`src/include/rtc_params.svh`:
```
`ifndef RTC_PARAMS_SVH
`define RTC_PARAMS_SVH

// processor port ids
`define RTC_PORT_ADDR   8'd12
`define RTC_PORT_CTRL   8'd13
`define RTC_PORT_WDATA  8'd15
`define RTC_PORT_STATUS 8'd1
`define RTC_PORT_RDATA  8'd2

// clocks per bus phase
`define RTC_PHASE_CYCLES 2

// countdown limits in bcd
`define RTC_LIMIT_SEC  8'h59
`define RTC_LIMIT_MIN  8'h59
`define RTC_LIMIT_HOUR 8'h23

`endif

```
`src/rtl/rtcCpuPortPkg.sv`:
```
`default_nettype none

package rtcCpuPortPkg;

  // one byte on both the processor side and the rtc bus
  typedef logic [7:0] byte_t;

  // control port bits
  localparam int CTRL_START_BIT = 0; // request a transfer
  localparam int CTRL_WRITE_BIT = 1; // 1 = write, 0 = read

  // status port bits
  localparam int STAT_DONE_BIT = 0;
  localparam int STAT_IRQ_BIT  = 1;
  localparam int STAT_BUSY_BIT = 2;

endpackage

`default_nettype wire

```
`src/rtl/rtcBusPkg.sv`:
```
`default_nettype none

package rtcBusPkg;

  // multiplexed bus phases, each one lasts RTC_PHASE_CYCLES clocks
  typedef enum logic [2:0] {
    IDLE,
    ADDR_SETUP,
    ADDR_STROBE,
    GAP,
    DATA_STROBE
  } busPhase_t;

  // countdown timer registers, stored as limit minus value in bcd
  localparam rtcCpuPortPkg::byte_t REG_CD_SEC  = 8'h41;
  localparam rtcCpuPortPkg::byte_t REG_CD_MIN  = 8'h42;
  localparam rtcCpuPortPkg::byte_t REG_CD_HOUR = 8'h43;

endpackage

`default_nettype wire

```
`src/rtl/bcdComplement.sv`:
```
`default_nettype none

// result = limit - value, two bcd digits, wraps modulo 100
module bcdComplement (
  input  rtcCpuPortPkg::byte_t limit,
  input  rtcCpuPortPkg::byte_t value,
  output rtcCpuPortPkg::byte_t result
);

  logic [4:0] diffLo;
  logic [4:0] diffHi;
  logic       borrowLo;
  logic [3:0] digitLo;
  logic [3:0] digitHi;

  always_comb begin
    diffLo   = {1'b0, limit[3:0]} - {1'b0, value[3:0]};
    borrowLo = diffLo[4]; // low digit went negative
    // adding ten in four bits fixes up the negative digit
    if (borrowLo) begin
      digitLo = diffLo[3:0] + 4'd10;
    end else begin
      digitLo = diffLo[3:0];
    end

    diffHi = {1'b0, limit[7:4]} - {1'b0, value[7:4]} - {4'b0, borrowLo};
    if (diffHi[4]) begin
      digitHi = diffHi[3:0] + 4'd10; // wrap past zero like a countdown
    end else begin
      digitHi = diffHi[3:0];
    end
  end

  assign result = {digitHi, digitLo};

endmodule

`default_nettype wire

```
`src/rtl/rtcBusSequencer.sv`:
```
`default_nettype none

`include "rtc_params.svh"

module rtcBusSequencer (
  input  logic clk,
  input  logic rst,
  input  logic start,
  input  logic writeOp,
  output logic busy,
  output logic addrPhase,
  output logic dataPhase,
  output logic capture,
  output logic done,
  output logic adN,
  output logic csN,
  output logic rdN,
  output logic wrN
);

  import rtcBusPkg::*;

  localparam int CNT_W = $clog2(`RTC_PHASE_CYCLES + 1);

  busPhase_t        phase;
  logic [CNT_W-1:0] phaseCnt;
  logic             writeLatched;
  logic             phaseEnd;

  assign phaseEnd = (phaseCnt == CNT_W'(`RTC_PHASE_CYCLES - 1));

  always_ff @(posedge clk) begin
    if (rst) begin
      phase        <= IDLE;
      phaseCnt     <= '0;
      writeLatched <= 1'b0;
      done         <= 1'b0;
    end else begin
      done <= 1'b0;
      if (phase == IDLE) begin
        phaseCnt <= '0;
        if (start) begin // starts while busy never get here
          phase        <= ADDR_SETUP;
          writeLatched <= writeOp;
        end
      end else if (phaseEnd) begin
        phaseCnt <= '0;
        case (phase)
          ADDR_SETUP:  phase <= ADDR_STROBE;
          ADDR_STROBE: phase <= GAP;
          GAP:         phase <= DATA_STROBE;
          default: begin
            phase <= IDLE;
            done  <= 1'b1; // cycle after the last data strobe cycle
          end
        endcase
      end else begin
        phaseCnt <= phaseCnt + 1'b1;
      end
    end
  end

  assign busy = (phase != IDLE);

  // address is on the bus through setup and strobe
  assign addrPhase = (phase == ADDR_SETUP) || (phase == ADDR_STROBE);
  // only writes drive data
  assign dataPhase = (phase == DATA_STROBE) && writeLatched;
  assign capture   = (phase == DATA_STROBE) && phaseEnd && !writeLatched;

  // strobes are active low
  assign csN = (phase == IDLE); // held for the whole transfer
  assign adN = (phase != ADDR_STROBE);
  assign wrN = !((phase == DATA_STROBE) && writeLatched);
  assign rdN = !((phase == DATA_STROBE) && !writeLatched);

endmodule

`default_nettype wire

```
`src/rtl/rtcPort.sv`:
```
`default_nettype none

`include "rtc_params.svh"

module rtcPort (
  input  logic                 clk,
  input  logic                 rst,
  input  logic                 readStrobe,
  input  logic                 writeStrobe,
  input  rtcCpuPortPkg::byte_t portId,
  input  rtcCpuPortPkg::byte_t dataIn,
  output rtcCpuPortPkg::byte_t dataOut,
  input  logic                 irq,
  input  rtcCpuPortPkg::byte_t busIn,
  output rtcCpuPortPkg::byte_t busOut,
  output logic                 busOe,
  output logic                 seqStart,
  output logic                 seqWrite,
  input  logic                 seqBusy,
  input  logic                 seqAddrPhase,
  input  logic                 seqDataPhase,
  input  logic                 seqCapture,
  input  logic                 seqDone,
  output rtcCpuPortPkg::byte_t cpLimit,
  input  rtcCpuPortPkg::byte_t txAdjusted,
  input  rtcCpuPortPkg::byte_t rxAdjusted
);

  import rtcCpuPortPkg::*;
  import rtcBusPkg::*;

  byte_t addrReg;
  byte_t wdataReg;
  byte_t rdataReg;
  byte_t statusReg;
  logic  isCountdown;
  logic  statusRd1;
  logic  statusRd2;
  logic  statusRdEnd;
  logic  dataSelect;

  // countdown registers go through the bcd complement units
  assign isCountdown = addrReg inside {REG_CD_SEC, REG_CD_MIN, REG_CD_HOUR};

  always_comb begin
    case (addrReg)
      REG_CD_SEC:  cpLimit = `RTC_LIMIT_SEC;
      REG_CD_MIN:  cpLimit = `RTC_LIMIT_MIN;
      REG_CD_HOUR: cpLimit = `RTC_LIMIT_HOUR;
      default:     cpLimit = 8'h00;
    endcase
  end

  // address is written before data, so the limit is already known here
  always_ff @(posedge clk) begin
    if (writeStrobe && (portId == `RTC_PORT_ADDR)) begin
      addrReg <= dataIn;
    end
    if (writeStrobe && (portId == `RTC_PORT_WDATA)) begin
      wdataReg <= isCountdown ? txAdjusted : dataIn;
    end
    if (seqCapture) begin
      rdataReg <= isCountdown ? rxAdjusted : busIn;
    end
  end

  // start goes out in the cycle of the control write
  assign seqStart = writeStrobe && (portId == `RTC_PORT_CTRL) && dataIn[CTRL_START_BIT];
  assign seqWrite = dataIn[CTRL_WRITE_BIT];

  // falling edge of a status read
  assign statusRdEnd = statusRd2 && !statusRd1;

  always_ff @(posedge clk) begin
    if (rst) begin
      statusReg  <= '0;
      statusRd1  <= 1'b0;
      statusRd2  <= 1'b0;
      dataSelect <= 1'b0;
    end else begin
      statusRd1 <= readStrobe && (portId == `RTC_PORT_STATUS);
      statusRd2 <= statusRd1;
      statusReg[STAT_IRQ_BIT]  <= irq;
      statusReg[STAT_BUSY_BIT] <= seqBusy;
      if (seqDone) begin
        statusReg[STAT_DONE_BIT] <= 1'b1; // a new completion wins over a clear
      end else if (statusRdEnd) begin
        statusReg[STAT_DONE_BIT] <= 1'b0;
      end
      // keep the bus value steady across each rising strobe
      if (seqAddrPhase) begin
        dataSelect <= 1'b0;
      end else if (seqBusy) begin
        dataSelect <= 1'b1;
      end
    end
  end

  always_comb begin
    if (seqAddrPhase) begin
      busOut = addrReg;
    end else if (dataSelect) begin
      busOut = wdataReg;
    end else begin
      busOut = addrReg; // still the address during the first gap edge
    end
  end

  assign busOe = seqAddrPhase || seqDataPhase;

  assign dataOut = (portId == `RTC_PORT_STATUS) ? statusReg : rdataReg;

endmodule

`default_nettype wire

```
`src/rtl/rtcSubsystem.sv`:
```
`default_nettype none

module rtcSubsystem (
  input  logic                 clk,
  input  logic                 rst,
  input  logic                 readStrobe,
  input  logic                 writeStrobe,
  input  rtcCpuPortPkg::byte_t portId,
  input  rtcCpuPortPkg::byte_t dataIn,
  output rtcCpuPortPkg::byte_t dataOut,
  input  logic                 irq,
  output logic                 adN,
  output logic                 csN,
  output logic                 rdN,
  output logic                 wrN,
  output rtcCpuPortPkg::byte_t busOut,
  output logic                 busOe,
  input  rtcCpuPortPkg::byte_t busIn
);

  import rtcCpuPortPkg::*;

  logic  seqStart;
  logic  seqWrite;
  logic  seqBusy;
  logic  seqAddrPhase;
  logic  seqDataPhase;
  logic  seqCapture;
  logic  seqDone;
  byte_t cpLimit;
  byte_t txAdjusted;
  byte_t rxAdjusted;

  rtcPort port_i (
    .clk          (clk),
    .rst          (rst),
    .readStrobe   (readStrobe),
    .writeStrobe  (writeStrobe),
    .portId       (portId),
    .dataIn       (dataIn),
    .dataOut      (dataOut),
    .irq          (irq),
    .busIn        (busIn),
    .busOut       (busOut),
    .busOe        (busOe),
    .seqStart     (seqStart),
    .seqWrite     (seqWrite),
    .seqBusy      (seqBusy),
    .seqAddrPhase (seqAddrPhase),
    .seqDataPhase (seqDataPhase),
    .seqCapture   (seqCapture),
    .seqDone      (seqDone),
    .cpLimit      (cpLimit),
    .txAdjusted   (txAdjusted),
    .rxAdjusted   (rxAdjusted)
  );

  rtcBusSequencer sequencer_i (
    .clk       (clk),
    .rst       (rst),
    .start     (seqStart),
    .writeOp   (seqWrite),
    .busy      (seqBusy),
    .addrPhase (seqAddrPhase),
    .dataPhase (seqDataPhase),
    .capture   (seqCapture),
    .done      (seqDone),
    .adN       (adN),
    .csN       (csN),
    .rdN       (rdN),
    .wrN       (wrN)
  );

  // processor data on its way into the write-data register
  bcdComplement txComplement_i (
    .limit  (cpLimit),
    .value  (dataIn),
    .result (txAdjusted)
  );

  // chip data on its way back
  bcdComplement rxComplement_i (
    .limit  (cpLimit),
    .value  (busIn),
    .result (rxAdjusted)
  );

endmodule

`default_nettype wire

```
`config.mk`:
```
export PLATFORM = sky130hd
export DESIGN_NAME = rtcSubsystem
export DESIGN_NICKNAME = d
export VERILOG_FILES = /design/src/rtl/rtcCpuPortPkg.sv /design/src/rtl/rtcBusPkg.sv /design/src/rtl/bcdComplement.sv /design/src/rtl/rtcBusSequencer.sv /design/src/rtl/rtcPort.sv /design/src/rtl/rtcSubsystem.sv
export VERILOG_INCLUDE_DIRS = /design/src /design/src/include
export SDC_FILE = /design/constraint.sdc
export NUM_CORES = 1
export LEC_CHECK = 0
export BUFFER_PORTS_ARGS = -buffer_cell sky130_fd_sc_hd__buf_2
export CAP_MARGIN = 20
export CORE_AREA = 2 2 84 66
export CTS_CLUSTER_DIAMETER = 150
export DETAILED_ROUTE_END_ITERATION = 7
export DIE_AREA = 0 0 86 68
export PLACE_DENSITY = 0.74
export SLEW_MARGIN = 20
export SYNTH_ARGS = -nofsm -noshare
export SYNTH_HDL_FRONTEND = slang
export SYNTH_SLANG_ARGS = --single-unit
```
`constraint.sdc`:
```
create_clock -name clk -period 4.7 [get_ports clk]
set_clock_uncertainty 0.1 [all_clocks]
set_input_delay 0.235 -clock clk [delete_from_list [all_inputs] [get_ports clk]]
set_output_delay 0.235 -clock clk [all_outputs]
set_load 0.05 [all_outputs]
```
Word-level counts from Yosys, hierarchy flattened. Index checks and enable logic that the tools add are counted.

Reductions and logical operators: 28. Add/subtract/negate cells: 11. Multiplexer cells: 17. Equal/unequal tests: 14. Bitwise logic cells: 1.

Operator list (number): 8-bit 2-to-1 mux (5); 8-bit by 4-bit == test with 1-bit output (second input constant) (3); 8-bit by 7-bit == test with 1-bit output (second input constant) (3); 4-bit adder (second input constant) (4); 4-bit 2-to-1 mux (4); 7-bit one-hot mux with 2 select lines (1); 1-bit logical AND (10); 3-bit by 4-bit subtractor with 5-bit output (2); 4-bit by 4-bit subtractor with 5-bit output (2); 5-bit by 1-bit subtractor with 5-bit output (2); 3-bit 2-to-1 mux (3); 3-bit one-hot mux with 3 select lines (1); 3-bit OR reduction (3); 8-bit by 1-bit == test with 1-bit output (second input constant) (1); 3-bit by 2-bit == test with 1-bit output (second input constant) (2); 3-bit nonzero test (2); 1-bit zero test (4); 2-bit AND reduction (2); 2-bit nonzero test (2); 2-bit OR reduction (2); 3-bit by 1-bit == test with 1-bit output (second input constant) (1); 3-bit == test (second input constant) (1); 3-bit zero test (1); 1-bit 2-to-1 mux (3); 6 further kinds (7).

Flip-flop bits (word level): 37. Bits of input ports: 29.

Longest topological paths before layout.
Word-level depth: 8. Depth in mapped cells: 19. Mapped depth without buffers: 17.

Cells and area by module. A second synthesis with hierarchy kept.

Cell total of the unflattened synthesis: 273. Area, all modules: 2965.3 um^2.

By module, submodules not included: rtcPort (area an instance 1463.9 um^2, instances 1, cells each 98, sequential area each 840.8 um^2); bcdComplement (area an instance 538.0 um^2, instances 2, cells each 67, sequential area each 0.0 um^2); rtcBusSequencer (area an instance 425.4 um^2, instances 1, cells each 41, sequential area each 140.1 um^2).

Worst setup path after synthesis. OpenSTA, ideal clock, no wires.

Kind: reg-to-reg. From: register port_i.addrReg[3]. To: register port_i.rdataReg[7], data pin. Slack: 0.316 ns. Data arrival time: 4.024 ns. Data required time: 4.340 ns. Buffers on the path: 2. Stages on the path, launching flop included: 20. Path through: edfxtp_1 > or4_4 > nor3b_2 > o21ai_1 > buf_6 > buf_6 > ha_1 > inv_1 > fa_1 > a31oi_1 > fa_1 > inv_1 > fa_1 > xor2_1 > ha_1 > or3_1 > a21oi_1 > a2111oi_0 > xnor2_1 > o21ai_0.

Word-level cells in the longest chain between the ends: 8.

Ends and longest elaborated chain: start: declaration (line rtcPort.sv:32) `byte_t addrReg;`; start signal: assignment (line rtcPort.sv:57) `addrReg <= dataIn;`; 8-bit by 7-bit == test with 1-bit output (line rtcPort.sv:43, rtcPort.sv:46); 2-bit OR reduction (no line); 7-bit one-hot mux with 2 select lines (line rtcPort.sv:46) `case (addrReg)`; 3-bit by 4-bit subtractor with 5-bit output or 4-bit by 4-bit subtractor with 5-bit output (tied branches) (line bcdComplement.sv:26, bcdComplement.sv:17); 5-bit by 1-bit subtractor with 5-bit output (line bcdComplement.sv:26) `diffHi = {1'b0, limit[7:4]} - {1'b0, value[7:4]} - {4'b0, borrowLo};`; 4-bit adder (line bcdComplement.sv:28) `digitHi = diffHi[3:0] + 4'd10;`; 4-bit 2-to-1 mux (line bcdComplement.sv:27) `if (diffHi[4]) begin`; 8-bit 2-to-1 mux * (line rtcPort.sv:63) `rdataReg <= isCountdown ? rxAdjusted : busIn;`; end signal: assignment (line rtcPort.sv:63); end: declaration (line rtcPort.sv:34) `byte_t rdataReg;`.

Every way passes the cells marked *; elsewhere a longest branch is shown, timed or not. A chain may end at the register's enable or synchronous reset.

Worst setup path after layout. Same ends and word-level chain as after synthesis.

==> results.yml <==
synthesis:
  synthDistinctLibCells: 41
  yosys.area_share.xor_xnor: 0.06465
  synthSimpleGateAreaFrac: 0.1821
  synth-warning-count: 0
  async_flop_share: 0
  seq_area_frac_synth: 0.4023
  yosys.area_share.adder: 0.1365
  ys_ff_latch: 37
  syn_area_sq_um: 2439
  syn-num-nets: 294
  synth_cells: 242
  synth_edf_count: 24
  muxShareOfSynthArea: 0.06311
  synth_top_family_by_area: "simple AND/OR/NAND/NOR gates"
  synth_ff_type: "edfxtp_1"
  synth_compound_area_frac: 0.1021
  syn_area_per_cell_sq_um: 10.08
route:
  ant_nets: 0
  vias_per_cell: 5.236
  first_iter_violations: 136
  post_drt_wl_per_cell_um: 13.69
  num_vias: 1864
  drt_wl_total_um: 4875
  drc: 0
  drt_pre_antenna_iters: 4
setup_path:
  cp-end-kind: "flip-flop"
  arrival_ps: 4420
  rr_startpoint: "port_i.addrReg[3]"
  rr_endpoint: "port_i.rdataReg[7]"
  startpoint_type: "flip-flop"
  slowest_delay_ps: 570
  crit_chain: "or4_4 > nor3b_4 > o21ai_2 > ha_1 > inv_1 > fa_2 > a31oi_2 > fa_1 > inv_1 > fa_1 > ha_1 > or3_1 > a21oi_2 > a2111oi_2 > xnor2_1 > o21ai_0"
  cp_slowest_cell: "or4_4"
  reg2reg_slack_ps: 210
  worstRegToRegCells: 16
  path_max_fanout: 4
  worstPathRequired_ps: 4630
  critical_path_class: "flip-flop to flip-flop"
placement:
  placed_area_sq_um: 2748
  hpwl_um: 3765
  gp_congestion: 0.8844
  place_ws_ps: 118.5
  io_buffers: 49
  placed_cells: 348
sta:
  tightest_slew_ps: 766.3
  layout_setup_ws_ps: 207.5
  drv_slew: 0
  holdWs_ps: 40.95
  timing.slew.headroom: 0.4872
  timing.fmax_mhz: 222.6
  setup_viol: 0
  min_period_ps: 4493
  period_share: 0.9559
  finalHoldViolCount: 0
global_routing:
  grt_max_degree: 28
  overflow: 0
  grtUsageTotal: 0.1814
  grt_pass1_vias: 1831
  use_met1: 0.2390
  grt_util_met2: 0.2907
  grt_pass1_wl_um: 8245
  met3_usage: 0.04704
  grt_antenna_before_repair: 0
  busiest_layer: "met2"
final_layout:
  multiInputGateArea_sq_um: 1371
  utilization: 0.5603
  diodes: 0
  nFillCells: 450
  instances_no_fill: 356
  nets: 345
  final_area_sq_um: 2854
  final_cell_mix: "buf_2 (49), edfxtp_1 (24), inv_1 (20), nand2_1 (19), ha_1 (17)"
  final_common_cell: "buf_2"
  area_delta_synth_final_pct: 17.03
  drive_gt1_frac: 0.2721
  regArea_sq_um: 980.9
clocking:
  post_cts_buffers: 0
  post_cts_resized: 0
  clock-sinks: 37
  cts_tree: "yes"
  postCtsHoldBufs: 0
  cts_buffers: 5
  clk_latency_ps: 290
  cts-root-buf: "clkbuf_8"
  path_clk_slew_ps: 70
  ctsLongestPathBuffers: 2
  h-tree-depth: 2
floorplan:
  design.die.area_sq_um: 5848
  pin_count: 50
  row_count: 23
  die_height_um: 68
  core-area_sq_um: 5094
  start_util: 0.4788
  die_w_um: 86
worst_hold_path:
  hold_class: "primary input to flip-flop"
  hp-start: "dataIn[1]"
  hold_path_end: "port_i.addrReg[1]"
  hold_depth: 1
job:
  max_cap_violations: 0
run_status:
  status: "finished, final reports clean"
power:
  powerDensity_nw_per_um2: 228.8
  vdd_drop_max_mv: 0.1415
  p_leak_nw: 1.209
## worst max path at each step
stage | from | to | slack (ps) | depth (start not counted)
after floorplan | port_i.addrReg[3] | port_i.rdataReg[7] | 320 | 19
after global placement | port_i.addrReg[3] | port_i.rdataReg[7] | 380 | 17
after detailed placement | port_i.addrReg[3] | port_i.rdataReg[7] | 120 | 17
after CTS | port_i.addrReg[3] | port_i.rdataReg[7] | 110 | 17
after global routing | port_i.addrReg[3] | port_i.rdataReg[7] | -30 | 16
final | port_i.addrReg[3] | port_i.rdataReg[7] | 210 | 16
## cell type report
class,count,area share
Clock buffer,7,0.02674
Clock inverter,1,0.001754
Inverter,20,0.02630
Multi-Input combinational cell,177,0.4805
Sequential cell,37,0.3437
Tap cell,62,0.02718
Timing Repair Buffer,52,0.09382
## routing by layer
| layer | vias up | part of all wire |
|---|---|---|
| met5 | - | 0 |
| met2 | 34 | 0.47 |
| li1 | 951 | - |
| met1 | 873 | 0.48 |
| met4 | 0 | 0.011 |
| met3 | 6 | 0.036 |
## cell usage after synthesis (all sizes together) (8+ instances only)
| library cell | number | share of area |
|---|---|---|
| o21ai | 19 | 0.041 |
| ha | 17 | 0.087 |
| xnor2 | 10 | 0.036 |
| a21oi | 15 | 0.031 |
| mux2 | 11 | 0.051 |
| nor2b | 13 | 0.033 |
| nand2 | 19 | 0.029 |
| xor2 | 8 | 0.029 |
| nor2 | 16 | 0.025 |
| edfxtp | 24 | 0.30 |
| dfxtp | 13 | 0.11 |
| inv | 20 | 0.031 |
## state kept, by name, summed over array words and instances (netlist names)
signal and flops:
sequencer_i.phaseCnt 2, port_i.statusReg 3, sequencer_i.phase 3, port_i.statusRd1 1, port_i.rdataReg 8, port_i.wdataReg 8
port_i.dataSelect 1, port_i.addrReg 8, sequencer_i.done 1, port_i.statusRd2 1, sequencer_i.writeLatched 1
## through the flow
step	power [mW]	setup TNS [ps]
after floorplan	0.4161	0
after global placement	0.4419	0
after detailed placement	0.4452	0
after CTS	0.6536	0
after global routing	0.6860	-28.03
final	0.6529	0
## where the power goes
group | switching (mW) | total (mW) | internal (mW)
registers | 0.000256 | 0.346 | 0.346
clock network | 0.107 | 0.211 | 0.104
logic | 0.0506 | 0.0956 | 0.0450
total | 0.158 | 0.653 | 0.495
## worst max-delay path, delay by kind of cell (launching register included)
kind / cells / cell delay, ps
AO/OA/AOI/OAI: 5 / 620
flip-flops: 1 / 380
buffers and inverters: 2 / 200
AND/OR/NAND/NOR: 3 / 1150
XOR/XNOR: 1 / 180
adder cells (fa/ha/maj): 5 / 1580
## logic make-up after synthesis
family,count (synthesis)
flip-flops,37
XOR/XNOR,18
adder cells (fa/ha/maj),23
multiplexers,14
AND/OR/NAND/NOR,78
buffers and inverters,28
AO/OA/AOI/OAI,44
Note: power is estimated with default switching activity, not from simulation.
